**config.mk**
```make
export PLATFORM = sky130hd
export DESIGN_NAME = audio_out_top
export DESIGN_NICKNAME = d
export VERILOG_FILES = /design/src/design/audio_pkg.sv /design/src/design/audio_sample_hold.sv /design/src/design/audio_dac_pwm.sv /design/src/design/audio_word_select.sv /design/src/design/audio_out_top.sv
export VERILOG_INCLUDE_DIRS = /design/src /design/src/design
export SDC_FILE = /design/constraint.sdc
export NUM_CORES = 1
export LEC_CHECK = 0
export BUFFER_PORTS_ARGS = -buffer_cell sky130_fd_sc_hd__buf_4
export CAP_MARGIN = 20
export CORE_MARGIN = 2
export CORE_UTILIZATION = 23
export CTS_BUF_LIST = sky130_fd_sc_hd__clkbuf_4 sky130_fd_sc_hd__clkbuf_8
export DETAILED_ROUTE_END_ITERATION = 10
export SLEW_MARGIN = 20
export SYNTH_ARGS = -nofsm -noshare
export SYNTH_HDL_FRONTEND = slang
export SYNTH_HIERARCHICAL = 1
export SYNTH_SLANG_ARGS = --single-unit
```
**constraint.sdc**
```tcl
create_clock -name clk_2x -period 2.7 [get_ports clk_2x]
set_input_delay 0.135 -clock clk_2x [delete_from_list [all_inputs] [get_ports clk_2x]]
set_output_delay 0.135 -clock clk_2x [all_outputs]
set_load 0.005 [all_outputs]
```
**src/design/audio_settings.svh**
```systemverilog
// --------------------------------------------------------------------------
// Shared widths and rates for the console audio output path.
// Included by the package, the RTL and the testbench.
// --------------------------------------------------------------------------

`ifndef AUDIO_SETTINGS_SVH
`define AUDIO_SETTINGS_SVH

// PCM sample width from the console core
`define AUDIO_PCM_BITS 16

// Width of each analog DAC output
`define AUDIO_DAC_BITS 4

// Zero bits below the sample in the transmitter word (16 + 8 = 24)
`define AUDIO_WORD_PAD 8

// clk_2x cycles per transmitter word, short for simulation
// A board build sets this from the clk_2x rate and the sample rate
`define AUDIO_WORD_DIVISOR 16

`endif

```
**src/design/audio_pkg.sv**
```systemverilog
// --------------------------------------------------------------------------
// Sample types for the audio output path and the conversion from the
// core's signed PCM into the offset binary used by the DACs and the feed.
// --------------------------------------------------------------------------

`default_nettype none

`include "audio_settings.svh"

package audio_pkg;

    // Signed two's complement sample, as delivered by the core
    typedef logic signed [`AUDIO_PCM_BITS-1:0] pcm_t;

    // Unsigned offset binary, zero maps to mid-scale
    typedef logic [`AUDIO_PCM_BITS-1:0] pcm_ofs_t;

    // Flipping the sign bit shifts the range up by half scale
    function automatic pcm_ofs_t to_offset_binary(input pcm_t sample);
        pcm_ofs_t result;
        result = pcm_ofs_t'(sample);
        result[`AUDIO_PCM_BITS-1] = ~sample[`AUDIO_PCM_BITS-1];
        return result;
    endfunction

endpackage

`default_nettype wire

```
**src/design/audio_sample_hold.sv**
```systemverilog
// --------------------------------------------------------------------------
// Holding register for the stereo pair from the console core. A pair is
// taken only on the valid strobe, converted to offset binary and kept for
// the DAC and transmitter stages until the next strobe replaces it.
// --------------------------------------------------------------------------

`timescale 1ns/1ps
`default_nettype none

`include "audio_settings.svh"

module audio_sample_hold
    import audio_pkg::*;
(
    input  logic     clk_2x,
    input  logic     arst_n,

    // Pair from the core, meaningful only with the strobe
    input  pcm_t     audio_output_l,
    input  pcm_t     audio_output_r,
    input  logic     audio_output_valid,

    // Latest pair in offset binary
    output pcm_ofs_t held_l,
    output pcm_ofs_t held_r,
    output logic     held_update
);

    // Signed zero in offset binary
    localparam pcm_ofs_t MID_SCALE = to_offset_binary(pcm_t'(0));

    pcm_ofs_t next_l;
    pcm_ofs_t next_r;

    assign next_l = to_offset_binary(audio_output_l);
    assign next_r = to_offset_binary(audio_output_r);

    // Pair register, loaded only on the strobe
    always_ff @(posedge clk_2x or negedge arst_n) begin
        if (!arst_n) begin
            held_l <= MID_SCALE;
            held_r <= MID_SCALE;
        end else if (audio_output_valid) begin
            held_l <= next_l;
            held_r <= next_r;
        end
    end

    // Pulses in the same cycle the new pair shows on held_l/held_r
    always_ff @(posedge clk_2x or negedge arst_n) begin
        if (!arst_n) begin
            held_update <= 1'b0;
        end else begin
            held_update <= audio_output_valid;
        end
    end

endmodule

`default_nettype wire

```
**src/design/audio_dac_pwm.sv**
```systemverilog
// --------------------------------------------------------------------------
// Single channel of a dithered PWM DAC. The top bits of the held sample
// give the coarse level and the remaining bits are spread over time by a
// first-order accumulator, so the average output tracks the full sample.
// Instantiated once per channel.
// --------------------------------------------------------------------------

`timescale 1ns/1ps
`default_nettype none

`include "audio_settings.svh"

module audio_dac_pwm
    import audio_pkg::*;
(
    input  logic                       clk_2x,
    input  logic                       arst_n,

    // Held sample in offset binary
    input  pcm_ofs_t                   pcm,

    // Level for the resistor ladder
    output logic [`AUDIO_DAC_BITS-1:0] dac
);

    // Bits below the coarse level, 12 with the default widths
    localparam int FINE_BITS = `AUDIO_PCM_BITS - `AUDIO_DAC_BITS;

    localparam logic [`AUDIO_DAC_BITS-1:0] DAC_MID =
        {1'b1, {(`AUDIO_DAC_BITS-1){1'b0}}};
    localparam logic [`AUDIO_DAC_BITS-1:0] DAC_MAX = '1;

    logic [`AUDIO_DAC_BITS-1:0] coarse;
    logic [FINE_BITS-1:0]       fine;
    logic [FINE_BITS-1:0]       acc;
    logic [FINE_BITS:0]         acc_sum;
    logic                       carry;
    logic [`AUDIO_DAC_BITS-1:0] level;

    // Split the sample into the ladder step and the dither fraction
    assign coarse = pcm[`AUDIO_PCM_BITS-1 -: `AUDIO_DAC_BITS];
    assign fine   = pcm[FINE_BITS-1:0];

    // One carry per wrap, so the fraction sets the duty of the extra step
    assign acc_sum = {1'b0, acc} + {1'b0, fine};
    assign carry   = acc_sum[FINE_BITS];

    // Top step has no step above it, the carry is lost there
    always_comb begin
        if (carry && (coarse != DAC_MAX)) begin
            level = coarse + 1'b1;
        end else begin
            level = coarse;
        end
    end

    always_ff @(posedge clk_2x or negedge arst_n) begin
        if (!arst_n) begin
            acc <= '0;
            dac <= DAC_MID;
        end else begin
            acc <= acc_sum[FINE_BITS-1:0];
            dac <= level;
        end
    end

endmodule

`default_nettype wire

```
**src/design/audio_word_select.sv**
```systemverilog
// --------------------------------------------------------------------------
// Word feed for a digital audio transmitter. A fixed-rate tick alternates
// the channel, and each new word carries that channel's held sample with
// zero padding below it. The strobe marks each word, the consumer has no
// way to stall it.
// --------------------------------------------------------------------------

`timescale 1ns/1ps
`default_nettype none

`include "audio_settings.svh"

module audio_word_select
    import audio_pkg::*;
(
    input  logic                                         clk_2x,
    input  logic                                         arst_n,

    // Held pair in offset binary
    input  pcm_ofs_t                                     held_l,
    input  pcm_ofs_t                                     held_r,

    // Transmitter side
    output logic [`AUDIO_PCM_BITS+`AUDIO_WORD_PAD-1:0]   spdif_word,
    output logic                                         spdif_channel,
    output logic                                         spdif_strobe
);

    localparam int PAD_W = `AUDIO_WORD_PAD;
    localparam int CNT_W = ($clog2(`AUDIO_WORD_DIVISOR) > 0) ?
                           $clog2(`AUDIO_WORD_DIVISOR) : 1;
    localparam logic [CNT_W-1:0] CNT_RELOAD = CNT_W'(`AUDIO_WORD_DIVISOR - 1);

    logic [CNT_W-1:0] tick_cnt;
    logic             tick;
    logic             next_channel;
    pcm_ofs_t         next_sample;

    assign tick = (tick_cnt == '0);

    // Channel 1 after reset, so the first word is left
    assign next_channel = ~spdif_channel;
    assign next_sample  = next_channel ? held_r : held_l;

    // Word rate divider, one tick every AUDIO_WORD_DIVISOR cycles
    always_ff @(posedge clk_2x or negedge arst_n) begin
        if (!arst_n) begin
            tick_cnt <= CNT_RELOAD;
        end else if (tick) begin
            tick_cnt <= CNT_RELOAD;
        end else begin
            tick_cnt <= tick_cnt - 1'b1;
        end
    end

    // Word, flag and strobe all land in the cycle after the tick
    always_ff @(posedge clk_2x or negedge arst_n) begin
        if (!arst_n) begin
            spdif_strobe  <= 1'b0;
            spdif_channel <= 1'b1;
            spdif_word    <= '0;
        end else begin
            spdif_strobe <= tick;
            if (tick) begin
                spdif_channel <= next_channel;
                spdif_word    <= {next_sample, {PAD_W{1'b0}}};
            end
        end
    end

endmodule

`default_nettype wire

```
**src/design/audio_out_top.sv**
```systemverilog
// --------------------------------------------------------------------------
// Audio output path of the console board. Holds the pair from the core,
// drives the two analog DAC ladders and feeds the digital transmitter
// words. Everything runs on clk_2x.
// --------------------------------------------------------------------------

`timescale 1ns/1ps
`default_nettype none

`include "audio_settings.svh"

module audio_out_top
    import audio_pkg::*;
(
    input  logic                                       clk_2x,
    input  logic                                       arst_n,

    // From the console core
    input  logic [`AUDIO_PCM_BITS-1:0]                 audio_output_l,
    input  logic [`AUDIO_PCM_BITS-1:0]                 audio_output_r,
    input  logic                                       audio_output_valid,

    // Analog ladders
    output logic [`AUDIO_DAC_BITS-1:0]                 audio_l,
    output logic [`AUDIO_DAC_BITS-1:0]                 audio_r,

    // Digital transmitter feed
    output logic [`AUDIO_PCM_BITS+`AUDIO_WORD_PAD-1:0] spdif_word,
    output logic                                       spdif_channel,
    output logic                                       spdif_strobe
);

    pcm_ofs_t held_l;
    pcm_ofs_t held_r;

    // New-pair pulse, observed by the bound checker and in waveforms
    logic     held_update;

    audio_sample_hold hold_i (
        .clk_2x             (clk_2x),
        .arst_n             (arst_n),
        .audio_output_l     (audio_output_l),
        .audio_output_r     (audio_output_r),
        .audio_output_valid (audio_output_valid),
        .held_l             (held_l),
        .held_r             (held_r),
        .held_update        (held_update)
    );

    audio_dac_pwm dac_l_i (
        .clk_2x (clk_2x),
        .arst_n (arst_n),
        .pcm    (held_l),
        .dac    (audio_l)
    );

    audio_dac_pwm dac_r_i (
        .clk_2x (clk_2x),
        .arst_n (arst_n),
        .pcm    (held_r),
        .dac    (audio_r)
    );

    audio_word_select word_i (
        .clk_2x        (clk_2x),
        .arst_n        (arst_n),
        .held_l        (held_l),
        .held_r        (held_r),
        .spdif_word    (spdif_word),
        .spdif_channel (spdif_channel),
        .spdif_strobe  (spdif_strobe)
    );

endmodule

`default_nettype wire

```
==> out/summary.txt, run 1 <==
die extent in y: 146 um
CP max stage cell: dfrtp_1
Reg2Reg Depth: 7
Clock Skew: 0.0139 ns
total power after layout: 4850 uW
internal power: 3140 uW
post-route cell area: 5810 um^2
CP Data Required Time: 2.94 ns
multi-input logic area: 2300 um^2
clk sinks: 86
Iter 0 DRT Violations: 136
Setup Viol. Count Final: 0
DRT Wirelength: 10200 um
CP Cell Sequence: ha_1 > fa_1 > a21o_1 > a221oi_2 > o211ai_2 > o21ai_1 > mux2_1
DR pass1 iterations: 4
Num CTS Buffers: 9
CP Class: flop to flop
Worst setup EP type: flop
Slew headroom: 0.565
Slew @ Worst Pin: 0.653 ns
CP max FO: 3
Startpoint Class: flop
Row Count: 51
fin crit share: 0.932
Hold Slack: 0.0219 ns
Overflow after GRT: 0
flop2flop setup slack: 0.18 ns
DRC viols: 0
Longest Clk Path Bufs: 2
status: complete, no violations
Placed Area: 5300 um^2
Net Sw Frac: 0.352
vias in the first global route: 3222
CTS Root Cell: clkbuf_8
final hold vios: 0
RD Place Congestion: 0.805
Max Slew Vio Count: 0
initial antenna violation count: 0
Antenna Cells: 0
FF-to-FF End: dac_l_i/dac[2]
CORE AREA: 19700 um^2
layout cells sized above 1: 0.374
Setup TNS Final: 0 ns
part of the power in the clock network: 0.195
first-pass GRT wire length: 17200 um
Layout Nets: 495
sequential power share: 0.366
# H-tree levels: 3
IO Pins: 69
synthesized area per cell: 13.8 um^2
starting density of the core: 0.236
Comb power frac: 0.439
GRT Overall Usage: 0.101
Largest stage delay, worst path: 0.41 ns
Leak: 0.00267 uW
CTS tree: built
Setup WS pre-CTS: 0.127 ns
Min-Delay Endpoint: hold_i/held_r[1]
hold_sp: audio_output_r[1]
clk_lat worst skew: 0.36 ns
worst reg2reg path startpoint: hold_i/held_l[0]
post-synthesis cell count: 337
die area: 21300 um^2
net switching power: 1710 uW
CTS clk-pin slew, worst paths: 0.09 ns
Netlist Area Pre-Place: 4640 um^2
pin count of the biggest net entering global routing: 50
max-cap viol count: 0
Yosys Warn Count: 6
I/O Buffers: 60
Die Span X: 146 um
final worst path period need: 2.52 ns
via count: 3018
Via density: 4.31
storage element area: 2160 um^2
worst path arrival time: 2.76 ns
Fill cells: 2030
Hold Crit Depth: 2
pwr dens: 835 nW/um^2
worst min path class: input port to flop
HPWL Detailed: 7300 um
Fmax: 397 MHz
Peak supply drop: 0.000287 V
worst setup margin: 0.183 ns
Antenna Nets Post-Route: 0
crit path from: hold_i/held_l[0]
Synth-to-Final Area Change: 25.2%
routed len/inst: 14.5 um
RSZ-0062 raised after global routing: false
## how the worst max path moves through the flow
| stage | endpoint | slack [ns] | cells past startpoint |
|---|---|---|---|
| floorplan | dac_l_i/dac[1] | 0.43 | 7 |
| global placement | dac_r_i/dac[1] | 0.23 | 7 |
| detailed placement | dac_r_i/dac[1] | 0.13 | 7 |
| CTS | dac_r_i/dac[1] | 0.1 | 7 |
| global route | dac_l_i/dac[1] | 0.05 | 7 |
| finish | dac_l_i/dac[2] | 0.18 | 7 |
## power groups by stage
stage                     registers [uW]  clock network [uW]  logic [uW]
after floorplan                     1760                   0        1570
after global placement              1800                   0        1970
after detailed placement            1810                   0        2050
after CTS                           1780                 980        2100
after global routing                1820                1030        2370
final                               1780                 946        2130
## metrics by stage
stage,utilization,cells
CTS,0.293,698
detailed placement,0.270,656
global placement,0.270,656
floorplan,-,344
global route,0.296,701
finish,0.296,701
## state kept, by name, summed over array words and instances, names as in the netlist
signal	flops
word_i/spdif_channel	1
dac_r_i/dac	4
dac_l_i/dac	4
word_i/spdif_strobe	1
dac_r_i/acc	12
dac_l_i/acc	12
word_i/spdif_word	16
hold_i/held_l	16
hold_i/held_r	16
word_i/tick_cnt	4
## cell usage in the layout, fill, tap and decap left out, drive strengths merged, types with 6 or more instances in the layout
master and count:
dlygate4sd3 29, nand4 6, conb 8, ha 27, nor2 8, nand2b 8, a21oi 11, xor2 6
dfrtp 77, o21ai 8, buf 63, clkbuf 10, xnor2 16, nand2 6, dfstp 9, inv 10
a21o 16, mux2 68, nand3 6
## timing repair
item,CTS,global route
buffers inserted,0,0
hold buffers,26,3
hold endpoints to repair,65,3
resized for setup,0,1
setup endpoints to repair,0,2
## critical path: cells and delay by family (launching register included)
kind | cells | cell delay [ns]
compound gates | 4 | 0.99
fa+ha+maj | 2 | 0.65
flops | 1 | 0.41
mux | 1 | 0.35
## layer usage
layer  global-route usage  part of all wire  vias to the layer above
met1                0.140              0.50                     1525
li1                     -                 -                     1402
met2                0.156              0.44                       85
met3               0.0292             0.046                        6
met4               0.0209            0.0071                        0
met5                    0                 0                        -
## cell type report
class	instances	share of cell area
timing repair buffer	92	0.134
clock inverter	6	0.0116
sequential	86	0.372
clock buffer	10	0.0237
multi-input combinational	234	0.397
inverter	8	0.00517
tap	265	0.0571
Note: power is estimated with default switching activity, not from simulation.
==> run 2: changes to the inputs <==
--- a/config.mk
+++ b/config.mk
@@ -13,4 +13,5 @@
 export CTS_BUF_LIST = sky130_fd_sc_hd__clkbuf_4 sky130_fd_sc_hd__clkbuf_8
 export DETAILED_ROUTE_END_ITERATION = 10
+export PLACE_DENSITY = 0.45
 export SLEW_MARGIN = 20
 export SYNTH_ARGS = -nofsm -noshare
==> constraint.sdc (replaced) <==
create_clock -name clk_2x -period 2.7 [get_ports clk_2x]
set_input_delay 0.27 -clock clk_2x [delete_from_list [all_inputs] [get_ports clk_2x]]
set_output_delay 0.27 -clock clk_2x [all_outputs]
set_load 0.005 [all_outputs]
==> run 2 against run 1 <==
Worst setup slack lost 0.0046 ns. Clock skew shrank 0.0066 ns. Combinational power shrank 2%. Non-clock buffer count shrank 28. Power grew 1.0%. Hold slack gained 0.011 ns. Sequential power is essentially flat. Highest routed layer unchanged.
==> out/summary.txt, run 2 (synthesis results as in run 1) <==
hold_sp: audio_output_l[15]
RD Place Congestion: 0.795
max-cap viol count: 0
Synth-to-Final Area Change: 19.7%
final hold vios: 0
Largest stage delay, worst path: 0.42 ns
Setup WS pre-CTS: 0.161 ns
GRT Overall Usage: 0.100
die extent in y: 146 um
CP max stage cell: dfrtp_1
initial antenna violation count: 0
worst reg2reg path startpoint: hold_i/held_l[0]
Setup Viol. Count Final: 0
starting density of the core: 0.236
Clock Skew: 0.00732 ns
die area: 21300 um^2
DR pass1 iterations: 4
biggest regs: hold_i/held_l: 16 flops, hold_i/held_r: 16 flops, word_i/spdif_word: 16 flops
Slew headroom: 0.560
Worst setup EP type: flop
total power after layout: 4900 uW
vias in the first global route: 2993
Longest Clk Path Bufs: 2
Row Count: 51
Via density: 4.14
layout cells sized above 1: 0.400
Iter 0 DRT Violations: 131
Overflow after GRT: 0
first-pass GRT wire length: 16600 um
final worst path period need: 2.52 ns
Peak supply drop: 0.000338 V
CP Data Required Time: 2.95 ns
clk_lat worst skew: 0.37 ns
storage element area: 2160 um^2
CP max FO: 3
DRC viols: 0
pin count of the biggest net entering global routing: 52
clk sinks: 86
worst setup margin: 0.179 ns
Setup TNS Final: 0 ns
CP Buf/Inv Count: 0
worst min path class: input port to flop
RSZ-0062 raised after global routing: false
# H-tree levels: 3
Layout Nets: 467
CTS Root Cell: clkbuf_8
multi-input logic area: 2300 um^2
Antenna Cells: 0
CTS tree: built
CORE AREA: 19700 um^2
CTS clk-pin slew, worst paths: 0.09 ns
most frequent cells in the layout: 77 x dfrtp_1, 62 x buf_4, 45 x mux2_4, 27 x ha_1, 17 x mux2_2
Fill cells: 2069
Fmax: 397 MHz
CP Cell Sequence: ha_1 > fa_1 > a21o_1 > a221oi_4 > o211ai_2 > o21ai_2 > mux2_1
pwr dens: 883 nW/um^2
crit path from: hold_i/held_l[0]
routed len/inst: 15.2 um
CP top delay family: compound AO/OA/AOI/OAI gates
fin crit share: 0.934
I/O Buffers: 60
via count: 2789
DRT Wirelength: 10200 um
Antenna Nets Post-Route: 0
Num CTS Buffers: 9
dpl cells: 656
Leak: 0.00256 uW
Die Span X: 146 um
Slew @ Worst Pin: 0.660 ns
worst path arrival time: 2.78 ns
IO Pins: 69
CP Class: flop to flop
most common cell after layout, fill and taps aside: dfrtp_1
HPWL Detailed: 7380 um
Max Slew Vio Count: 0
Startpoint Class: flop
status: complete, no violations
post-route insts no fill: 673
## run 2: cell count changes in the layout (fill, tap and decap cells not counted), sizes merged
cell / previous run / this run
bufinv: 1 / 2
dlygate4sd3: 29 / 1
inv: 10 / 8
clkbuf: 10 / 11
clkinv: 1 / 0
clkinvlp: 2 / 3
## run 2: layout make-up
cell class,instances,share of cell area
inverter,8,0.00541
multi-input combinational,234,0.415
sequential,86,0.390
clock buffer,11,0.0261
tap,265,0.0597
timing repair buffer,64,0.0892
clock inverter,5,0.0149
## run 2: layer usage
metal,vias up,track usage,share of wire
met3,9,0.0329,0.048
met4,0,0.0320,0.013
met2,75,0.146,0.42
met1,1356,0.141,0.52
li1,1349,-,-
met5,-,0,0
## run 2: worst reg2reg max path, cell delays in order, from the launching register on
cell and delay [ns]:
dfrtp_1 0.42, ha_1 0.24, fa_1 0.40, a21o_1 0.24, a221oi_4 0.36, o211ai_2 0.20, o21ai_2 0.20, mux2_1 0.35
## run 2: report_power, final
group          internal (uW)  total, uW  switching (uW)
Clock                    556       1040             479
Sequential              1620       1790             168
Combinational           1040       2080            1040
## run 2: path summary, 6_finish.rpt
path | to | slack [ns] | depth (start not counted)
hold reg to reg | dac_l_i/acc[0] | 0.47 | 1
max in group asynchronous | word_i/tick_cnt[0] | 1.59 | 3
min in group asynchronous | dac_l_i/dac[1] | 0.41 | 2
hold / removal | hold_i/held_l[15] | 0.03 | 2
setup reg to reg | dac_l_i/dac[1] | 0.18 | 7
setup / recovery | dac_l_i/dac[1] | 0.18 | 7
## run 2: metrics by stage
stage,hold slack [ns],cell area [um^2],utilization
floorplan,-0.0256,4660,-
global placement,0.276,5300,0.270
detailed placement,0.280,5300,0.270
CTS,0.00240,5540,0.282
global route,0.00244,5550,0.282
finish,0.0325,5550,0.282
## run 2: repair_timing
| item | CTS | global route |
|---|---|---|
| hold buffers | 1 | 0 |
| gates resized for setup | 0 | 1 |
| setup buffers | 0 | 0 |
| endpoints found under the hold margin | 33 | 0 |
| setup endpoints to repair | 0 | 2 |
==> run 3: changes to the inputs <==
Clock period 2.7 ns to 3.1 ns, I/O delays scaled along.
==> run 3 against run 2 <==
Register-to-register slack gained 0.37 ns. Critical path depth is the same. Via count grew 0.82%. Clock power shrank 20%. Sequential power shrank 13%. Sequential share of layout area grew 0.31 points. Largest power group unchanged.
==> out/summary.txt, run 3 (synthesis results as in run 1) <==
worst path arrival time: 2.82 ns
Fmax: 391 MHz
Peak supply drop: 0.000315 V
Antenna Cells: 0
Via density: 4.18
clk_lat worst skew: 0.38 ns
total power after layout: 4160 uW
CP Cell Sequence: ha_1 > fa_1 > a21o_1 > a221oi_2 > o211ai_2 > o21ai_2 > mux2_1
CORE AREA: 19700 um^2
biggest regs: hold_i/held_l: 16 flops, hold_i/held_r: 16 flops, word_i/spdif_word: 16 flops
Longest Clk Path Bufs: 2
Row Count: 51
internal power: 2710 uW
Max Slew Vio Count: 0
via count: 2812
CTS Hold Bufs: 1
Post-CTS Resized: 0
Synth-to-Final Area Change: 18.7%
Clock Skew: 0.00719 ns
fin crit share: 0.824
Slew headroom: 0.575
Net Sw Frac: 0.349
die area: 21300 um^2
FF-to-FF End: dac_r_i/dac[1]
Iter 0 DRT Violations: 182
post-CTS setup buffer count: 0
Startpoint Class: flop
CTS Root Cell: clkbuf_8
first-pass GRT wire length: 15900 um
RSZ-0062 raised after global routing: false
CP Class: flop to flop
worst reg2reg path startpoint: hold_i/held_r[0]
starting density of the core: 0.236
pin count of the biggest net entering global routing: 48
clk sinks: 86
HPWL Detailed: 7150 um
Antenna Nets Post-Route: 0
final worst path period need: 2.56 ns
part of the power in the clock network: 0.201
DR pass1 iterations: 4
net switching power: 1450 uW
Min-Delay Endpoint: hold_i/held_l[15]
most common cell after layout, fill and taps aside: dfrtp_1
GRT Overall Usage: 0.0966
layout cells sized above 1: 0.400
initial antenna violation count: 0
Setup Viol. Count Final: 0
status: complete, no violations
flop2flop setup slack: 0.54 ns
final hold vios: 0
CP Buf/Inv Count: 0
most frequent cells in the layout: 77 x dfrtp_1, 63 x buf_4, 45 x mux2_4, 27 x ha_1, 17 x mux2_2
CTS clk-pin slew, worst paths: 0.09 ns
Overflow after GRT: 0
hold_sp: audio_output_l[15]
Leak: 0.00256 uW
die extent in y: 146 um
CP Data Required Time: 3.37 ns
I/O Buffers: 60
sequential power share: 0.372
vias in the first global route: 2844
CP top delay family: compound AO/OA/AOI/OAI gates
CP max FO: 3
Comb power frac: 0.427
worst min path class: input port to flop
Reg2Reg Depth: 7
Layout Nets: 467
Worst setup EP type: flop
IO Pins: 69
RD Place Congestion: 0.783
# H-tree levels: 3
Slew @ Worst Pin: 0.638 ns
Hold Crit Depth: 2
DRC viols: 0
max-cap viol count: 0
Num CTS Buffers: 9
pwr dens: 754 nW/um^2
CTS tree: built
Setup TNS Final: 0 ns
Die Span X: 146 um
DRT Wirelength: 9910 um
CP max stage cell: a221oi_2
routed len/inst: 14.7 um
Largest stage delay, worst path: 0.42 ns
==> run 3: how the worst max path moves through the flow <==
| stage | to | cells past startpoint | startpoint |
|---|---|---|---|
| 3_5_place_dp | dac_r_i/dac[2] | 7 | hold_i/held_r[0] |
| 6_report | dac_r_i/dac[1] | 7 | hold_i/held_r[0] |
| 4_1_cts | dac_r_i/dac[2] | 7 | hold_i/held_r[0] |
| 2_1_floorplan | dac_l_i/dac[1] | 7 | hold_i/held_l[0] |
| 5_1_grt | dac_r_i/dac[1] | 7 | hold_i/held_r[0] |
| 3_3_place_gp | dac_r_i/dac[1] | 7 | hold_i/held_r[0] |
==> run 3: area by class of cell <==
type,instances,area [um^2]
fillers,2068,14100
multi-input cells,234,2290
flip-flops and latches,86,2160
repair buffers,64,483
well taps,265,332
clock buffers,11,151
clock inverters,5,56.3
inverters,8,30.0
==> run 3: per-layer routing <==
layer,vias to the layer above,part of all wire,global-route usage
met4,0,0.014,0.0320
met3,10,0.064,0.0392
met1,1363,0.52,0.140
met2,85,0.40,0.129
li1,1354,-,-
met5,-,0,0
==> run 3: through the flow <==
stage	std cells	util	hold slack [ns]	area, um^2	setup slack [ns]
after global placement	656	0.269	0.390	5290	0.633
after global routing	673	0.280	0.0396	5510	0.431
after floorplan	344	-	0.0144	4660	0.832
final	673	0.280	0.0613	5510	0.545
after detailed placement	656	0.269	0.386	5290	0.574
after CTS	673	0.280	0.0315	5510	0.541
==> run 3: power groups by stage <==
| stage | clock [uW] | combinational [uW] | sequential, uW |
|---|---|---|---|
| final | 837 | 1770 | 1550 |
| after global placement | 0 | 1740 | 1570 |
| after global routing | 928 | 1970 | 1580 |
| after floorplan | 0 | 1370 | 1530 |
| after detailed placement | 0 | 1750 | 1570 |
| after CTS | 881 | 1770 | 1550 |
